## config.mk

```make
export PLATFORM = sky130hd
export DESIGN_NAME = ipi_unit
export DESIGN_NICKNAME = d
export VERILOG_FILES = /design/src/soc_periph_pkg.sv /design/src/soc_bus_pkg.sv /design/src/ipi_unit.sv
export SDC_FILE = /design/constraint.sdc
export NUM_CORES = 1
export LEC_CHECK = 0
export ABC_CLOCK_PERIOD_IN_PS = 13300
export BUFFER_PORTS_ARGS = -buffer_cell sky130_fd_sc_hd__buf_4
export CAP_MARGIN = 20
export CORE_ASPECT_RATIO = 1.25
export CORE_MARGIN = 3
export CORE_UTILIZATION = 35
export DETAILED_ROUTE_END_ITERATION = 8
export PLACE_DENSITY = 0.52
export SLEW_MARGIN = 10
export SYNTH_ARGS = -nofsm -noshare
export SYNTH_HDL_FRONTEND = slang
export SYNTH_SLANG_ARGS = --single-unit
```

## constraint.sdc

```tcl
create_clock -name wb_clk_i -period 13.3 [get_ports wb_clk_i]
set_clock_uncertainty 0.2 [all_clocks]
set_input_delay 2.66 -clock wb_clk_i [delete_from_list [all_inputs] [get_ports wb_clk_i]]
set_output_delay 2.66 -clock wb_clk_i [all_outputs]
set_load 0.02 [all_outputs]
```

## src/soc_periph_pkg.sv

```systemverilog
package soc_periph_pkg;

   localparam int NUM_CORES = 2;

   // Per-core interrupt vector layout
   typedef logic [31:0] irq_vec_t;
   localparam int IRQ_UART_BIT = 2;
   localparam int IRQ_IPI_BIT  = 1;

   //////////////////////////////
   // UART
   //////////////////////////////
   typedef enum logic [2:0] {
      UR_THR = 3'd0,   // Holding register, reads back last byte
      UR_IER = 3'd1,
      UR_IIR = 3'd2,
      UR_LSR = 3'd5
   } uart_reg_e;

   localparam int UART_IER_TX_BIT   = 1;   // Empty interrupt enable
   localparam int UART_LSR_TEMT_BIT = 5;   // Transmitter empty
   localparam int UART_DIVISOR      = 4;   // Clocks per serial bit
   localparam int UART_DIV_W        = $clog2(UART_DIVISOR);
   localparam int UART_FRAME_BITS   = 10;  // Start, 8 data, stop
   localparam int UART_CNT_W        = $clog2(UART_FRAME_BITS + 1);

   //////////////////////////////
   // IPI
   //////////////////////////////
   localparam logic [2:0] IPI_CTRL_OFS = 3'd0;
   localparam logic [2:0] IPI_STAT_OFS = 3'd4;
   localparam int IPI_BLOCK_LSB  = 3;   // 8-byte block per core
   localparam int IPI_CORE_W     = $clog2(NUM_CORES);
   localparam int IPI_FLAG_BIT   = 31;
   localparam int IPI_TARGET_LSB = 16;
   localparam int IPI_DATA_W     = 16;

endpackage

```

## src/soc_bus_pkg.sv

```systemverilog
package soc_bus_pkg;

   //////////////////////////////
   // Bus widths
   //////////////////////////////
   localparam int ADR_W = 32;
   localparam int DAT_W = 32;
   localparam int SEL_W = 4;

   typedef logic [ADR_W-1:0] adr_t;
   typedef logic [DAT_W-1:0] dat_t;
   typedef logic [SEL_W-1:0] sel_t;

   //////////////////////////////
   // Address map
   //////////////////////////////
   localparam int RAM_MATCH_W = 7;
   localparam logic [RAM_MATCH_W-1:0] RAM_MATCH = 7'h00;   // 0x0000_0000 .. 0x01ff_ffff

   localparam int PERIPH_MATCH_W = 16;
   localparam logic [PERIPH_MATCH_W-1:0] UART_MATCH = 16'h9000;
   localparam logic [PERIPH_MATCH_W-1:0] IPI_MATCH  = 16'h9800;

   localparam int RAM_ADR_BITS = 8;   // 256 words

   // Decoded target of a transfer
   typedef enum logic [1:0] {
      SLV_RAM,
      SLV_UART,
      SLV_IPI,
      SLV_NONE
   } slave_e;

   // Transfer sequencer
   typedef enum logic [1:0] {
      ST_IDLE,
      ST_ACCESS,
      ST_RESP
   } bus_state_e;

endpackage
```

## src/ipi_unit.sv

```systemverilog
`timescale 1ns/10ps

module ipi_unit (
   input  logic                                 wb_clk_i,
   input  logic                                 reset_i,
   input  logic                                 stb_i,
   input  logic                                 we_i,
   input  soc_bus_pkg::adr_t                    adr_i,
   input  soc_bus_pkg::dat_t                    dat_i,
   output soc_bus_pkg::dat_t                    dat_o,
   output logic [soc_periph_pkg::NUM_CORES-1:0] ipi_irq_o
);

   logic [soc_periph_pkg::IPI_CORE_W-1:0]    core_sel;
   logic [soc_periph_pkg::IPI_CORE_W-1:0]    target;
   logic [soc_periph_pkg::IPI_BLOCK_LSB-1:0] reg_ofs;
   logic                                     ctrl_wr;
   logic                                     ipi_set;
   logic                                     ipi_ack;
   logic [soc_periph_pkg::NUM_CORES-1:0]     pend_q;
   soc_bus_pkg::dat_t                        ctrl_q [soc_periph_pkg::NUM_CORES];
   logic [soc_periph_pkg::IPI_DATA_W-1:0]    data_q [soc_periph_pkg::NUM_CORES];
   soc_bus_pkg::dat_t                        stat_rd;

   assign core_sel = adr_i[soc_periph_pkg::IPI_BLOCK_LSB +: soc_periph_pkg::IPI_CORE_W];
   assign reg_ofs  = adr_i[soc_periph_pkg::IPI_BLOCK_LSB-1:0];
   assign target   = dat_i[soc_periph_pkg::IPI_TARGET_LSB +: soc_periph_pkg::IPI_CORE_W];

   assign ctrl_wr = stb_i && we_i && (reg_ofs == soc_periph_pkg::IPI_CTRL_OFS);
   assign ipi_set = ctrl_wr && dat_i[soc_periph_pkg::IPI_FLAG_BIT];
   assign ipi_ack = stb_i && we_i && (reg_ofs == soc_periph_pkg::IPI_STAT_OFS) &&
                    dat_i[soc_periph_pkg::IPI_FLAG_BIT];

   // Pending flags, one per core
   always_ff @(posedge wb_clk_i) begin
      if (reset_i) begin
         pend_q <= '0;
      end else begin
         if (ipi_set)
            pend_q[target] <= 1'b1;
         if (ipi_ack)
            pend_q[core_sel] <= 1'b0;   // Acknowledge by own core
      end
   end

   always_comb begin
      stat_rd = '0;
      stat_rd[soc_periph_pkg::IPI_FLAG_BIT] = pend_q[core_sel];
      stat_rd[soc_periph_pkg::IPI_DATA_W-1:0] = data_q[core_sel];
   end

   always_ff @(posedge wb_clk_i) begin
      if (ctrl_wr)
         ctrl_q[core_sel] <= dat_i;
      if (ipi_set)
         data_q[target] <= dat_i[soc_periph_pkg::IPI_DATA_W-1:0];   // Message for target
      if (stb_i && !we_i)
         dat_o <= (reg_ofs == soc_periph_pkg::IPI_STAT_OFS) ? stat_rd : ctrl_q[core_sel];
   end

   assign ipi_irq_o = pend_q;

endmodule

```

* After elaboration in Yosys (flattened, before gate mapping)
Memory sizes are Yosys's and may differ from the RTL's. Index checks and enable logic that the tools add are counted.
Cells by class: equality and inequality tests 1, $lt $le $gt $ge 4, bitwise gates (word level) 3, muxes and demuxes 14, reduce and logical (&&, ||, !) cells 10
Operators with widths (count):
- $mux W32 | 1
- $logic_and A1 B1 Y1 | 8
- $mux W1 | 8
- $mux W2 | 3
- $lt A1 B2 Y1 const B | 2
- $eq A3 B3 Y1 const B | 1
- $logic_not A3 Y1 | 1
- $and A2 B2 Y2 | 1
- $demux W1 S1 | 2
- $ge A1 B1 Y1 const B | 2
- $not A2 Y2 | 1
- $or A2 B2 Y2 | 1
- $logic_not A1 Y1 | 1
Word-level totals: RAM bits 96, memories kept 2, bits in registers 34, output and inout port bits 34, bits of input ports 68
Memories:
- ctrl_q | words 2, width 32, read ports 1, clocked after memory_dff 0, wr ports 1, line ipi_unit.sv:21 | soc_bus_pkg::dat_t ctrl_q [soc_periph_pkg::NUM_CORES];
- data_q | words 2, width 16, read ports 1, clocked after memory_dff 0, wr ports 1, line ipi_unit.sv:22 | logic [soc_periph_pkg::IPI_DATA_W-1:0] data_q [soc_periph_pkg::NUM_CORES];

* Logic depth before layout (Yosys ltp)
depth in word-level cells 9, mapped depth 5, gate-level depth less buffers 3

* Worst setup path after synthesis
Ideal clock, no wire load.
kind input -> register, start in adr_i[3], end mem ctrl_q[0][0] (netlist bit) (enable), cell stages on the path 4, buffers on the path 3, data required time 12632 ps, arrival time 5506 ps, path slack 7126 ps, path through buf_6 -> buf_6 -> buf_4 -> nor3b_1
RTL lines:
- start: declaration | line ipi_unit.sv:8 | input soc_bus_pkg::adr_t adr_i,
- end: declaration | line ipi_unit.sv:21
No word-level cell before the write port.

* Worst setup path after layout
start in adr_i[0], end mem ctrl_q[0][14] (netlist bit) (enable)
Between the ends: cells in the longest elaborated chain, start to end 4
Ends and longest elaborated chain:
- $logic_not A3 Y1 | line ipi_unit.sv:29 | assign ctrl_wr = stb_i && we_i && (reg_ofs == soc_periph_pkg::IPI_CTRL_OFS);
- $logic_and A1 B1 Y1 | line ipi_unit.sv:29
- $mux W1 | line ipi_unit.sv:53 | if (ctrl_wr)
- $mux W1 (not written as such) | line ipi_unit.sv:54 | ctrl_q[core_sel] <= dat_i;
No other way between the ends.

==> results.py <==
metrics = {
    "status": {
        "status": "completed",
    },
    "synthesis": {
        "ys_types": 22,
        "yosysSeqAreaShare_pct": 81.8,
        "async_reset_ff_share_pct": 0,
        "synth_mux_area_share_pct": 12.3,
        "netlist_area_sq_um": 4750,
        "synth-seq-cells": 130,
        "syn_nets": 271,
        "synthXorXnorAreaFrac_pct": 0,
        "synth-simple-area-share_pct": 3.16,
        "synth_compound_area_share_pct": 0.922,
        "synthAdderAreaFrac_pct": 0,
        "syn_inst": 203,
        "synth_flop_cell": "edfxtp_1",
        "yosysWarningCount": 0,
        "synth_top_family_by_area": "multiplexers",
        "syn_area_per_cell_sq_um": 23.4,
        "synth-edff-count": 128,
    },
    "cts": {
        "ctsResizeCount": 0,
        "postCtsSetupRepairBufs": 0,
        "clkLatencyLatePin_ps": 400,
        "hold_buffers": 0,
        "cts_tree": "built",
        "clkTransAtPathRegs_ps": 50,
        "cts_max_path_buffers": 2,
        "h-tree-depth": 4,
        "clock_sinks": 130,
        "cts_made_buffers": 17,
        "cts_root_buf": "clkbuf_16",
    },
    "detailed_routing": {
        "viasPerCell": 4.70,
        "remaining_drc_errors": 0,
        "wl_per_cell_microns": 18.0,
        "firstDrtPassIters": 4,
        "drtIter0Drc": 95,
        "routed_wl_mm": 8.47,
        "drtAntennaViolNets": 0,
        "vias": 2210,
    },
    "timing": {
        "finalHoldViolations": 0,
        "tightest_slew_ps": 1040,
        "finalCritPeriodShare_pct": 34.2,
        "whs_ps": 355,
        "rsz0062_at_grt": "false",
        "fmax_mhz": 220,
        "finalSetupTns_ps": 0,
        "slew_headroom_pct": 30.6,
        "layout_min_cycle_time_ps": 4550,
        "slew_violations": 0,
        "setup_viol": 0,
    },
    "placement": {
        "place_congestion": 0.671,
        "dp_hpwl_mm": 4.86,
        "portBuffers": 73,
    },
    "floorplan": {
        "row_count": 46,
        "die_area_sq_um": 15000,
        "die_w_microns": 110,
        "pin_count": 102,
        "start_util_pct": 36.5,
        "coreArea_sq_um": 13000,
        "dieHeight_microns": 136,
    },
    "layout": {
        "layout.nets": 359,
        "final_layout_size_suffix_gt1_share_pct": 37.1,
        "final_common_cell": "edfxtp_1",
        "area_delta_synth_final_pct": 26.6,
        "final_cell_mix": "edfxtp_1, buf_4, clkbuf_16",
        "antenna_cells": 0,
    },
    "pwr": {
        "p_sw_mw": 0.172,
        "swShare_pct": 18.7,
        "p_leak_nw": 2.15,
        "power_frac_comb_pct": 4.0,
        "power_density_nw_per_um2": 152,
        "clkPwrFrac_pct": 45.9,
        "internal_power_mw": 0.745,
        "p_seq_share_pct": 50.1,
        "peakVddDrop_v": 0.0000767,
    },
    "setup_path": {
        "cp-start-kind": "input port",
        "r2r_cells": 1,
        "critical_path_class": "input port to flip-flop",
        "worst_ep_required_time_ps": 13160,
        "endpoint_kind": "flip-flop",
        "critPathMaxFanout": 22,
        "arrival_ps": 4410,
    },
    "global_route": {
        "antenna_found_initial": 0,
        "grt.total_usage_pct": 12.3,
        "grt_pass1_wl_mm": 13.0,
        "grt_max_degree": 37,
        "grt.overflow.total": 0,
        "grt_pass1_vias": 2429,
    },
    "worst_hold_path": {
        "hold_path_class": "flip-flop to flip-flop",
        "min_path_cells": 2,
    },
    "run": {
        "maxCapViolations": 0,
    },
}
-- synthesized netlist by cell type, types with 2 or more instances --
master      n  area share [%]
edfxtp_1  128              81
buf_6       5             1.2
nor3_1      2            0.21
a31oi_1     2            0.26
buf_4       3            0.47
inv_1       2            0.16
mux4_2      3             1.4
nor2_1     15             1.2
mux2i_1    15             3.2
nor2b_1     2            0.26
dfxtp_1     2            0.84
mux4_1     14             7.7
-- path summary, 6_finish.rpt --
check / startpoint / to / slack (ps)
worst max register to register: ctrl_q[1][31] / dat_o[31] / 11970
worst max-delay path: adr_i[0] / ctrl_q[0][14] / 8750
worst min register to register: ctrl_q[0][17] / dat_o[17] / 350
worst min-delay path: ctrl_q[0][17] / dat_o[17] / 350
-- through the flow --
step           setup WS [ps]  area, sq um  power (mW)  util [%]  std cells
2_1_floorplan           7130         4750       0.486         -        203
3_3_place_gp            8250         5480       0.504      42.2        440
3_5_place_dp            8250         5480       0.505      42.2        440
4_1_cts                 8680         6010       0.929      46.2        470
5_1_grt                 8640         6010       0.948      46.2        470
6_report                8750         6010       0.917      46.2        470
-- registers in the layout (all words and copies together), names as in the netlist --
| register | flops |
|---|---|
| ctrl_q | 64 |
| dat_o | 32 |
| data_q | 32 |
| ipi_irq_o | 2 |
-- final cells by class --
cell class	instances	area, sq um
clock buffer	21	440
clock inverter	9	91.3
fill	1130	6990
inverter	2	7.51
multi-input combinational	63	803
sequential	130	3880
tap	168	210
timing repair buffer	77	578
-- critical path, stage by stage --
cell and delay, ps:
buf_4 120, and4bb_4 360, nor3b_2 770, buf_4 490
-- cells by family after synthesis --
kind of cell,count (synthesis)
compound gates,5
buf+inv,10
flops,130
mux,32
simple gates,26
-- layer usage --
metal | GRT usage [%] | share of wire [%] | vias up
met1 | 12.8 | 39 | 1134
met4 | 5.54 | 1.2 | 0
met5 | 0 | 0 | -
li1 | - | - | 1015
met3 | 4.80 | 5.3 | 9
met2 | 21.4 | 55 | 52
-- power groups by stage --
stage | clock, mW | combinational [mW] | sequential (mW)
2_1_floorplan | 0 | 0.0155 | 0.471
3_3_place_gp | 0 | 0.0370 | 0.467
3_5_place_dp | 0 | 0.0380 | 0.467
4_1_cts | 0.432 | 0.0381 | 0.459
5_1_grt | 0.448 | 0.0405 | 0.459
6_report | 0.421 | 0.0370 | 0.459
(Power assumes the default switching activity.)
