### src/soc_bus_pkg.sv
package soc_bus_pkg;

   //////////////////////////////
   // Bus widths
   //////////////////////////////
   localparam int ADR_W = 32;
   localparam int DAT_W = 32;
   localparam int SEL_W = 4;

   typedef logic [ADR_W-1:0] adr_t;
   typedef logic [DAT_W-1:0] dat_t;
   typedef logic [SEL_W-1:0] sel_t;

   //////////////////////////////
   // Address map
   //////////////////////////////
   localparam int RAM_MATCH_W = 7;
   localparam logic [RAM_MATCH_W-1:0] RAM_MATCH = 7'h00;   // 0x0000_0000 .. 0x01ff_ffff

   localparam int PERIPH_MATCH_W = 16;
   localparam logic [PERIPH_MATCH_W-1:0] UART_MATCH = 16'h9000;
   localparam logic [PERIPH_MATCH_W-1:0] IPI_MATCH  = 16'h9800;

   localparam int RAM_ADR_BITS = 8;   // 256 words

   // Decoded target of a transfer
   typedef enum logic [1:0] {
      SLV_RAM,
      SLV_UART,
      SLV_IPI,
      SLV_NONE
   } slave_e;

   // Transfer sequencer
   typedef enum logic [1:0] {
      ST_IDLE,
      ST_ACCESS,
      ST_RESP
   } bus_state_e;

endpackage
### src/wb_bus_ctrl.sv
`timescale 1ns/10ps

module wb_bus_ctrl (
   input  logic                 wb_clk_i,
   input  logic                 reset_i,
   input  logic                 wb_cyc_i,
   input  logic                 wb_stb_i,
   input  logic                 wb_we_i,
   input  soc_bus_pkg::adr_t    wb_adr_i,
   input  soc_bus_pkg::sel_t    wb_sel_i,
   input  soc_bus_pkg::dat_t    wb_dat_i,
   output soc_bus_pkg::dat_t    wb_dat_o,
   output logic                 wb_ack_o,
   output logic                 wb_err_o,
   output logic                 slv_we_o,
   output soc_bus_pkg::adr_t    slv_adr_o,
   output soc_bus_pkg::sel_t    slv_sel_o,
   output soc_bus_pkg::dat_t    slv_dat_o,
   output logic                 ram_stb_o,
   output logic                 uart_stb_o,
   output logic                 ipi_stb_o,
   input  soc_bus_pkg::dat_t    ram_dat_i,
   input  soc_bus_pkg::dat_t    uart_dat_i,
   input  soc_bus_pkg::dat_t    ipi_dat_i
);

   soc_bus_pkg::bus_state_e state_q;
   soc_bus_pkg::slave_e     slv_q;
   soc_bus_pkg::slave_e     slv_dec;
   logic                    req;
   logic                    in_access;

   assign req = wb_cyc_i & wb_stb_i;

   //////////////////////////////
   // Address decode
   //////////////////////////////
   always_comb begin
      if (wb_adr_i[soc_bus_pkg::ADR_W-1 -: soc_bus_pkg::RAM_MATCH_W] == soc_bus_pkg::RAM_MATCH)
         slv_dec = soc_bus_pkg::SLV_RAM;
      else if (wb_adr_i[soc_bus_pkg::ADR_W-1 -: soc_bus_pkg::PERIPH_MATCH_W] ==
               soc_bus_pkg::UART_MATCH)
         slv_dec = soc_bus_pkg::SLV_UART;
      else if (wb_adr_i[soc_bus_pkg::ADR_W-1 -: soc_bus_pkg::PERIPH_MATCH_W] ==
               soc_bus_pkg::IPI_MATCH)
         slv_dec = soc_bus_pkg::SLV_IPI;
      else
         slv_dec = soc_bus_pkg::SLV_NONE;   // Unmapped, ends in err
   end

   //////////////////////////////
   // Sequencer
   //////////////////////////////
   always_ff @(posedge wb_clk_i) begin
      if (reset_i) begin
         state_q <= soc_bus_pkg::ST_IDLE;
         slv_q   <= soc_bus_pkg::SLV_NONE;
      end else begin
         case (state_q)
            soc_bus_pkg::ST_IDLE: begin
               if (req) begin
                  state_q <= soc_bus_pkg::ST_ACCESS;
                  slv_q   <= slv_dec;
               end
            end
            soc_bus_pkg::ST_ACCESS: state_q <= soc_bus_pkg::ST_RESP;   // Slave answers here
            default:                state_q <= soc_bus_pkg::ST_IDLE;
         endcase
      end
   end

   // Request held for the slave during the access
   always_ff @(posedge wb_clk_i) begin
      if (state_q == soc_bus_pkg::ST_IDLE && req) begin
         slv_we_o  <= wb_we_i;
         slv_adr_o <= wb_adr_i;
         slv_sel_o <= wb_sel_i;
         slv_dat_o <= wb_dat_i;
      end
   end

   assign in_access  = (state_q == soc_bus_pkg::ST_ACCESS);
   assign ram_stb_o  = in_access && (slv_q == soc_bus_pkg::SLV_RAM);
   assign uart_stb_o = in_access && (slv_q == soc_bus_pkg::SLV_UART);
   assign ipi_stb_o  = in_access && (slv_q == soc_bus_pkg::SLV_IPI);

   // Response phase
   assign wb_ack_o = (state_q == soc_bus_pkg::ST_RESP) && (slv_q != soc_bus_pkg::SLV_NONE);
   assign wb_err_o = (state_q == soc_bus_pkg::ST_RESP) && (slv_q == soc_bus_pkg::SLV_NONE);

   always_comb begin
      case (slv_q)
         soc_bus_pkg::SLV_RAM:  wb_dat_o = ram_dat_i;
         soc_bus_pkg::SLV_UART: wb_dat_o = uart_dat_i;
         soc_bus_pkg::SLV_IPI:  wb_dat_o = ipi_dat_i;
         default:               wb_dat_o = '0;
      endcase
   end

endmodule

### config.mk
export PLATFORM = sky130hd
export DESIGN_NAME = wb_bus_ctrl
export DESIGN_NICKNAME = d
export VERILOG_FILES = /design/src/soc_bus_pkg.sv /design/src/wb_bus_ctrl.sv
export SDC_FILE = /design/constraint.sdc
export NUM_CORES = 1
export LEC_CHECK = 0
export BUFFER_PORTS_ARGS = -buffer_cell sky130_fd_sc_hd__buf_4
export CAP_MARGIN = 20
export CORE_MARGIN = 10
export CORE_UTILIZATION = 40
export CTS_BUF_LIST = sky130_fd_sc_hd__clkbuf_16
export CTS_CLUSTER_SIZE = 40
export DETAILED_ROUTE_END_ITERATION = 8
export GPL_TIMING_DRIVEN = 0
export PLACE_DENSITY_LB_ADDON = 0.05
export SYNTH_ARGS = -nofsm -noshare
export SYNTH_HDL_FRONTEND = slang
export SYNTH_SLANG_ARGS = --single-unit
### constraint.sdc
create_clock -name wb_clk_i -period 4.19 [get_ports wb_clk_i]
set_input_delay 0.838 -clock wb_clk_i [delete_from_list [all_inputs] [get_ports wb_clk_i]]
set_output_delay 0.838 -clock wb_clk_i [all_outputs]
set_load 0.01 [all_outputs]
=== After elaboration in Yosys (flattened, before gate mapping) ===
Cells that the tools add are included.

* Reductions and logical operators: 10
* Eq/ne operators: 9
* Bitwise gates (word level): 1
* Multiplexer cells: 6

{| class="wikitable"
|+ Operators by type and width
! operator !! number
|-
| 32-bit case mux with 3 select lines || 1
|-
| 16-bit equality test (second input constant) || 2
|-
| 7-bit zero test || 1
|-
| 2-bit equality test (second input constant) || 3
|-
| 1-bit logical AND || 6
|-
| 2-bit two-way mux || 3
|-
| 2-bit by 1-bit equality test with 1-bit output (second input constant) || 2
|-
| 2-bit zero test || 2
|-
| 2-bit inequality test (second input constant) || 2
|-
| 2-bit case mux with 2 select lines || 1
|-
| 2-bit AND reduction || 1
|-
| 1-bit bitwise AND || 1
|-
| 1-bit two-way mux || 1
|}

* Output and inout bits: 106
* Flip-flop bits (word level): 73
* Input port bits: 169

=== Depth between registers and ports, before layout ===
Gate-level depths: netlist of run 1.

* Depth in word-level cells: 4
* Depth in mapped cells: 5

=== Worst setup path after synthesis of run 1 ===
Ideal clock, no wire load.

* Path kind: input to register
* Start point: in wb_stb_i
* End point: reg slv_q[0]
* Stages: 4
* Library setup time: 0.122 ns
* Buffers on the path: 1
* Path slack: 1.975 ns
* Arrival time: 2.094 ns
* Cells stage by stage: nor4bb_1 -> buf_4 -> nand2_1 -> a221o_1

* Longest elaborated chain between the ends: 2

{| class="wikitable"
|+ Ends and longest elaborated chain
! element !! RTL line !! RTL
|-
| start, declared || wb_bus_ctrl.sv:7 || <nowiki>input logic wb_stb_i,</nowiki>
|-
| 1-bit bitwise AND || wb_bus_ctrl.sv:33 || <nowiki>assign req = wb_cyc_i & wb_stb_i;</nowiki>
|-
| 2-bit AND reduction (no source line) || -- ||
|-
| end signal, assigned || wb_bus_ctrl.sv:57 || <nowiki>slv_q <= soc_bus_pkg::SLV_NONE;</nowiki>
|-
| end signal, assigned || wb_bus_ctrl.sv:63 || <nowiki>slv_q <= slv_dec;</nowiki>
|-
| end, declared || wb_bus_ctrl.sv:28 || <nowiki>soc_bus_pkg::slave_e slv_q;</nowiki>
|}

Every way passes these cells.
A chain may end at the register's enable or synchronous reset.

=== Worst setup path after layout of run 1 ===
* Start point: reg slv_q[1]
* End point: out wb_dat_o[7]

* Longest elaborated chain between the ends: 2
* Elaborated cells between the ends (all ways): 4

{| class="wikitable"
|+ Ends and longest elaborated chain
! element !! RTL line !! RTL
|-
| 2-bit equality test (tied with other cells) || wb_bus_ctrl.sv:92 || <nowiki>case (slv_q)</nowiki>
|-
| 32-bit case mux with 3 select lines * || wb_bus_ctrl.sv:92 ||
|-
| end, declared || wb_bus_ctrl.sv:12 || <nowiki>output soc_bus_pkg::dat_t wb_dat_o,</nowiki>
|}

Every way passes the cells marked *; elsewhere a longest branch is shown, timed or not.

==> results of run 1 <==
## sequential cells by signal, indices dropped and copies added, names as in the netlist
register	flops
slv_adr_o	32
slv_dat_o	32
slv_q	2
slv_sel_o	4
slv_we_o	1
state_q	2
## cell usage after synthesis
master	n	share of area [%]
nor4_1	2	0.42
buf_2	4	0.67
a21oi_1	1	0.17
nor3_1	2	0.33
buf_4	4	1.0
or2b_1	1	0.25
nor4b_1	2	0.58
and3_1	1	0.21
inv_1	1	0.12
edfxtp_1	69	69
clkbuf_1	4	0.50
nor2b_1	1	0.21
or2_1	1	0.21
o211ai_1	1	0.25
o21ai_1	32	5.3
nand2b_1	1	0.21
nor3b_1	2	0.50
and2_1	1	0.21
or4_1	1	0.25
nor4bb_1	1	0.33
mux2i_1	33	11
dfxtp_1	4	2.7
a41oi_1	1	0.29
nor2_1	2	0.25
o32ai_1	1	0.29
buf_1	1	0.12
nand2_1	34	4.3
a221o_1	1	0.33
## routing by layer
layer | wire length, µm | GRT usage, %
met5 | 0 | 0
met4 | 243 | 5.80
met3 | 1380 | 9.82
met2 | 6620 | 37.8
met1 | 4280 | 21.2
## kinds of logic after synthesis
group	Yosys count	synth area share (%)
buffers and inverters	14	2.42
flip-flops	73	71.7
AO/OA/AOI/OAI	37	6.67
AND/OR/NAND/NOR	52	8.21
multiplexers	33	11.0
## area by class of cell
| cell class | instances | area [µm²] | area share (%) |
|---|---|---|---|
| multi-input cells | 122 | 777 | 14.1 |
| well taps | 99 | 124 | 2.25 |
| clock inverters | 7 | 109 | 1.97 |
| plain buffers | 13 | 68.8 | 1.25 |
| inverters | 1 | 3.75 | 0.0680 |
| repair buffers | 274 | 2060 | 37.3 |
| clock buffers | 9 | 225 | 4.08 |
| flip-flops and latches | 73 | 2150 | 39.0 |
## through the flow
stage	util, %	hold WS (ns)	cell area (µm²)	power (W)	std cells
2_1_floorplan	-	0.498	3000	0.000911	209
3_3_place_gp	71.1	0.545	5180	0.00109	582
3_5_place_dp	71.1	0.564	5180	0.00109	582
4_1_cts	75.7	0.571	5520	0.00193	598
5_1_grt	75.7	0.605	5520	0.00198	598
6_report	75.7	0.571	5520	0.00191	598
## worst register-to-register path, delay by kind of cell, from the launching register on
| kind | cells | cell delay [ns] |
|---|---|---|
| buffers and inverters | 1 | 0.75 |
| DFF | 1 | 0.31 |
| and+or+nand+nor | 2 | 0.41 |
| AOI/OAI and AO/OA | 1 | 0.35 |
## worst max-delay path by stage
stage | from | to | slack (ns) | depth (start not counted)
detailed placement | wb_stb_i | slv_q[0] | 1.63 | 5
finish | slv_q[1] | wb_dat_o[7] | 1.65 | 6
global route | slv_q[1] | wb_dat_o[5] | 1.49 | 6
CTS | slv_q[1] | wb_dat_o[7] | 1.63 | 6
floorplan | wb_stb_i | slv_q[0] | 1.97 | 4
global placement | wb_stb_i | slv_q[0] | 1.70 | 5
## power breakdown
group,leakage [nW],internal (W),switching [W]
sequential,0.676,0.000837,0.00000840
clock,0.158,0.000574,0.000258
combinational,1.82,0.000147,0.0000836
total,2.66,0.00156,0.000350
==> summary.md, run 1 <==
| Metric | Value |
|---|---|
| Outcome | completed |
| IR Drop Worst-Case VDD | around 330 µV |
| Most common cell after layout, fill and taps aside | buf_4 |
| Critical path arrival | between 1.5 and 2 ns |
| R2R setup slack | 2.26 ns |
| Most frequent cells in the layout | 278 x buf_4, 69 x edfxtp_1, 34 x nand2_1, 33 x mux2i_1, 32 x o21ai_1 |
| DRT antenna net count | 0 |
| First-pass DRT Iterations | 4 |
| CTS Sinks | 73 |
| Sink of the worst hold path | state_q[1] |
| CTS hold repair buffers | 0 |
| # setup viols final | 0 |
| Worst slew margin | approximately two fifths |
| Seq/Total Area, Yosys | around 72% |
| Filler Cell Count | 509 |
| Area Overhead vs Synth | 83.8% |
| Gate Count Post-Synth | between 200 and 250 |
| RSZ-0062 raised after global routing | no |
| Crit path capture type | output port |
| WL final | between 10000 and 15000 µm |
| Netlist cell types | 28 |
| Post-CTS setup buffers | 0 |
| Cell family with most CP delay | buffers and inverters |
| Final GP Congestion | ~0.81 |
| Clock Skew | roughly 0.0032 ns |
| Pwr dens | between 300 and 400 nW/µm² |
| Slowest CP cell | clkbuf_1 |
| Crit Reg-Reg Startpoint | state_q[1] |
| Syn nets | about 380 |
| Post_cts resized | 0 |
| Lkg Pwr | 2.66 nW |
| Drt drc | 0 |
| Ratio of final minimum period to clock period | about three fifths |
| Clk root buf | clkbuf_16 |
| H-tree Lvls | 3 |
| N_diodes | 0 |
| CTS clk-pin slew, worst paths | 0.05 ns |
| Layout cells sized above 1 | between 50% and 60% |
| Worst-path cell chain | nor2b_1, buf_2, clkbuf_1, nand2_1, o21ai_1, buf_4 |
| Final critical-path required period | 2.54 ns |
| Final #Nets | 663 |
| CP Class | flop to output port |
| Initial Utilization | approximately two fifths |
| Vias in the first global route | 3065 |
| Total gr overflow | 0 |
| Critical Path RT | 3.35 ns |
| Achievable Freq | 0.393 GHz |
| Final WS setup | 1.65 ns |
| Slowest cell delay on critical path | 0.39 ns |
| Initial antenna violation count | 0 |
| CTS tree | built |
| Num ports | approximately 280 |
| Cell count of the worst hold path | 2 |
| CP startpoint kind | flop |
| DPL Wire Length | around 11000 µm |
| Mapped Avg Cell Area | approximately 14 µm² |
| Worst r2r path cells | 4 |
| HP Start | state_q[0] |
| Slew @ Worst Pin | 0.875 ns |
| Synth warn | 0 |
| Width of the die | 107 µm |
| CP max FO | 10 |
| WP buf/inv | 3 |
| CTS buffer count | 9 |
| Slew Limit Fails | 0 |
| DRT iter0 DRCs | 96 |
| Hold Vio Cnt, Final | 0 |
| Die height | approximately 110 µm |
| Routed wire per std cell | ~21 µm |
| Reg2reg end | slv_q[0] |
| First-pass GRT wire length | around 18000 µm |
| Clock Latency Late Sink | ~0.31 ns |
| Vias | ~2800 |
| Synth Register Bits | 73 |
| Max cap viols | 0 |
| Port Buffers | between 200 and 300 |
| Worst Setup Slack post-DPL | between 1.5 and 2 ns |
| Final TNS setup | 0 ns |
| Largest net degree at the start of global routing | between 70 and 80 |
| Num rows | 31 |
| Core box area | roughly 7300 µm² |
| Worst hold path type | flop to flop |
| Mapped Area | between 3000 and 4000 µm² |
| Total Routing Usage GR | 21.0% |
| Via density | 4.70 |
| Die Area | 11400 µm² |
| Clock Path Buffers | 2 |
(Power assumes the default switching activity.)
==> run 2, diff against run 1 <==
--- a/config.mk
+++ b/config.mk
@@ -8,7 +8,7 @@
 export BUFFER_PORTS_ARGS = -buffer_cell sky130_fd_sc_hd__buf_4
 export CAP_MARGIN = 20
 export CORE_MARGIN = 10
-export CORE_UTILIZATION = 40
+export CORE_UTILIZATION = 37
 export CTS_BUF_LIST = sky130_fd_sc_hd__clkbuf_16
 export CTS_CLUSTER_SIZE = 40
 export DETAILED_ROUTE_END_ITERATION = 8
==> constraint.sdc (replaced) <==
create_clock -name wb_clk_i -period 2.55 [get_ports wb_clk_i]
set_input_delay 0.51 -clock wb_clk_i [delete_from_list [all_inputs] [get_ports wb_clk_i]]
set_output_delay 0.51 -clock wb_clk_i [all_outputs]
set_load 0.01 [all_outputs]
==> summary.md, run 2 (same netlist as run 1, synthesis figures left out) <==
| Metric | Value |
|---|---|
| Outcome | completed |
| IR Drop Worst-Case VDD | between 400 and 500 µV |
| Clk root buf | clkbuf_16 |
| Worst hold path type | primary input to flop |
| Core box area | 7810 µm² |
| Hold Vio Cnt, Final | 0 |
| CTS buffer count | 9 |
| Clock Path Buffers | 2 |
| Initial Utilization | 38.4% |
| Slew Limit Fails | 0 |
| Ratio of final minimum period to clock period | 87.0% |
| Hold Worst Slack | ~0.36 ns |
| Largest registers | slv_adr_o (32), slv_dat_o (32), slv_sel_o (4) |
| Vias | roughly 2800 |
| Drt drc | 0 |
| DPL Wire Length | roughly 11000 µm |
| N_diodes | 0 |
| CTS tree | built |
| Post-CTS setup buffers | 0 |
| CP max FO | 10 |
| # setup viols final | 0 |
| Crit path capture type | output port |
| Num ports | 275 |
| Post-route cell area | 5440 µm² |
| Post_cts resized | 0 |
| Final GP Congestion | between 0.8 and 0.9 |
| Via density | about 4.7 |
| Routed wire per std cell | 21.0 µm |
| Lkg Pwr | about 2.6 nW |
| Die height | roughly 110 µm |
| CP startpoint kind | flop |
| Initial antenna violation count | 0 |
| WL final | 12600 µm |
| RSZ-0062 raised after global routing | no |
| Critical path arrival | 1.71 ns |
| CP Class | flop to output port |
| First-pass DRT Iterations | 4 |
| Total Routing Usage GR | a little under a fifth |
| Most common cell after layout, fill and taps aside | buf_4 |
| First-pass GRT wire length | 16800 µm |
| Area Overhead vs Synth | 81.3% |
| CTS hold repair buffers | 0 |
| Vias in the first global route | about 2800 |
| Clock Skew | roughly 0.0043 ns |
| Largest net degree at the start of global routing | between 70 and 80 |
| Clock Latency Late Sink | between 0.3 and 0.4 ns |
| Width of the die | ~110 µm |
| Fin cells | approximately 600 |
| Achievable Freq | around 0.45 GHz |
| Area post-placement | roughly 5200 µm² |
| Layout cells sized above 1 | between 50 and 60% |
| Final WS setup | ~0.33 ns |
| CTS Sinks | 73 |
| Die Area | between 10000 and 15000 µm² |
| Slowest CP cell | clkbuf_1 |
| Placed cell count | around 590 |
| CTS clk-pin slew, worst paths | roughly 0.050 ns |
| Worst Setup Slack post-DPL | 0.315 ns |
| Final #Nets | approximately 660 |
| Total gr overflow | 0 |
| Final TNS setup | 0 ns |
| Final critical-path required period | 2.22 ns |
| Worst slew margin | about 40% |
| Slowest cell delay on critical path | approximately 0.37 ns |
| Slew @ Worst Pin | 0.896 ns |
| Critical Path RT | a little over 2 ns |
| Worst-path cell chain | nor2b_1, buf_2, clkbuf_1, nand2_1, o21ai_1, buf_4 |
| H-tree Lvls | 3 |
| Most frequent cells in the layout | 278 x buf_4, 69 x edfxtp_1, 34 x nand2_1, 33 x mux2i_1, 32 x o21ai_1 |
| DRT antenna net count | 0 |
| Cell family with most CP delay | buffers and inverters |
| Num rows | 32 |
| WP buf/inv | 3 |
| Max cap viols | 0 |
| Port Buffers | between 200 and 300 |
| DRT iter0 DRCs | approximately 140 |
| Pwr dens | between 500 and 600 nW/µm² |
run 2: cell types whose count changed in the layout (fill, tap and decap cells not counted), sizes merged:
cell	change
bufinv	-3
inv	+3
clkinv	+1
clkinvlp	-1
run 2: final cells by class:
cell class	instances	area, µm²
sequential	73	2150
timing repair buffer	274	2060
inverter	1	3.75
clock inverter	7	31.3
multi-input combinational	122	777
fill	592	2360
clock buffer	9	225
tap	102	128
buffer	13	68.8
run 2: through the flow:
step	power [W]	utilization [%]
global route	0.00294	69.7
CTS	0.00286	69.7
finish	0.00282	69.7
detailed placement	0.00179	66.4
global placement	0.00178	66.4
floorplan	0.00150	-
run 2: worst paths after layout:
| kind | start | to | cells after the start | slack (ns) |
|---|---|---|---|---|
| max | slv_q[1] | wb_dat_o[30] | 6 | 0.33 |
| min | wb_adr_i[1] | slv_adr_o[1] | 1 | 0.36 |
| max reg2reg | state_q[1] | slv_q[1] | 4 | 0.64 |
| min reg2reg | state_q[0] | state_q[1] | 2 | 0.56 |
run 2: power by group:
| part | total, W | internal (W) | switching (W) |
|---|---|---|---|
| sequential | 0.00139 | 0.00138 | 0.0000125 |
| combinational | 0.000378 | 0.000241 | 0.000137 |
| clock | 0.00105 | 0.000638 | 0.000414 |
| total | 0.00282 | 0.00225 | 0.000564 |
run 2: per-layer routing:
layer  vias up  global-route usage [%]  wire length (µm)
met5         -                       0                 0
met2       153                    33.2              6660
li1       1356                       -                 -
met3        13                    9.46              1460
met4         0                    4.65               179
met1      1279                    19.4              4300
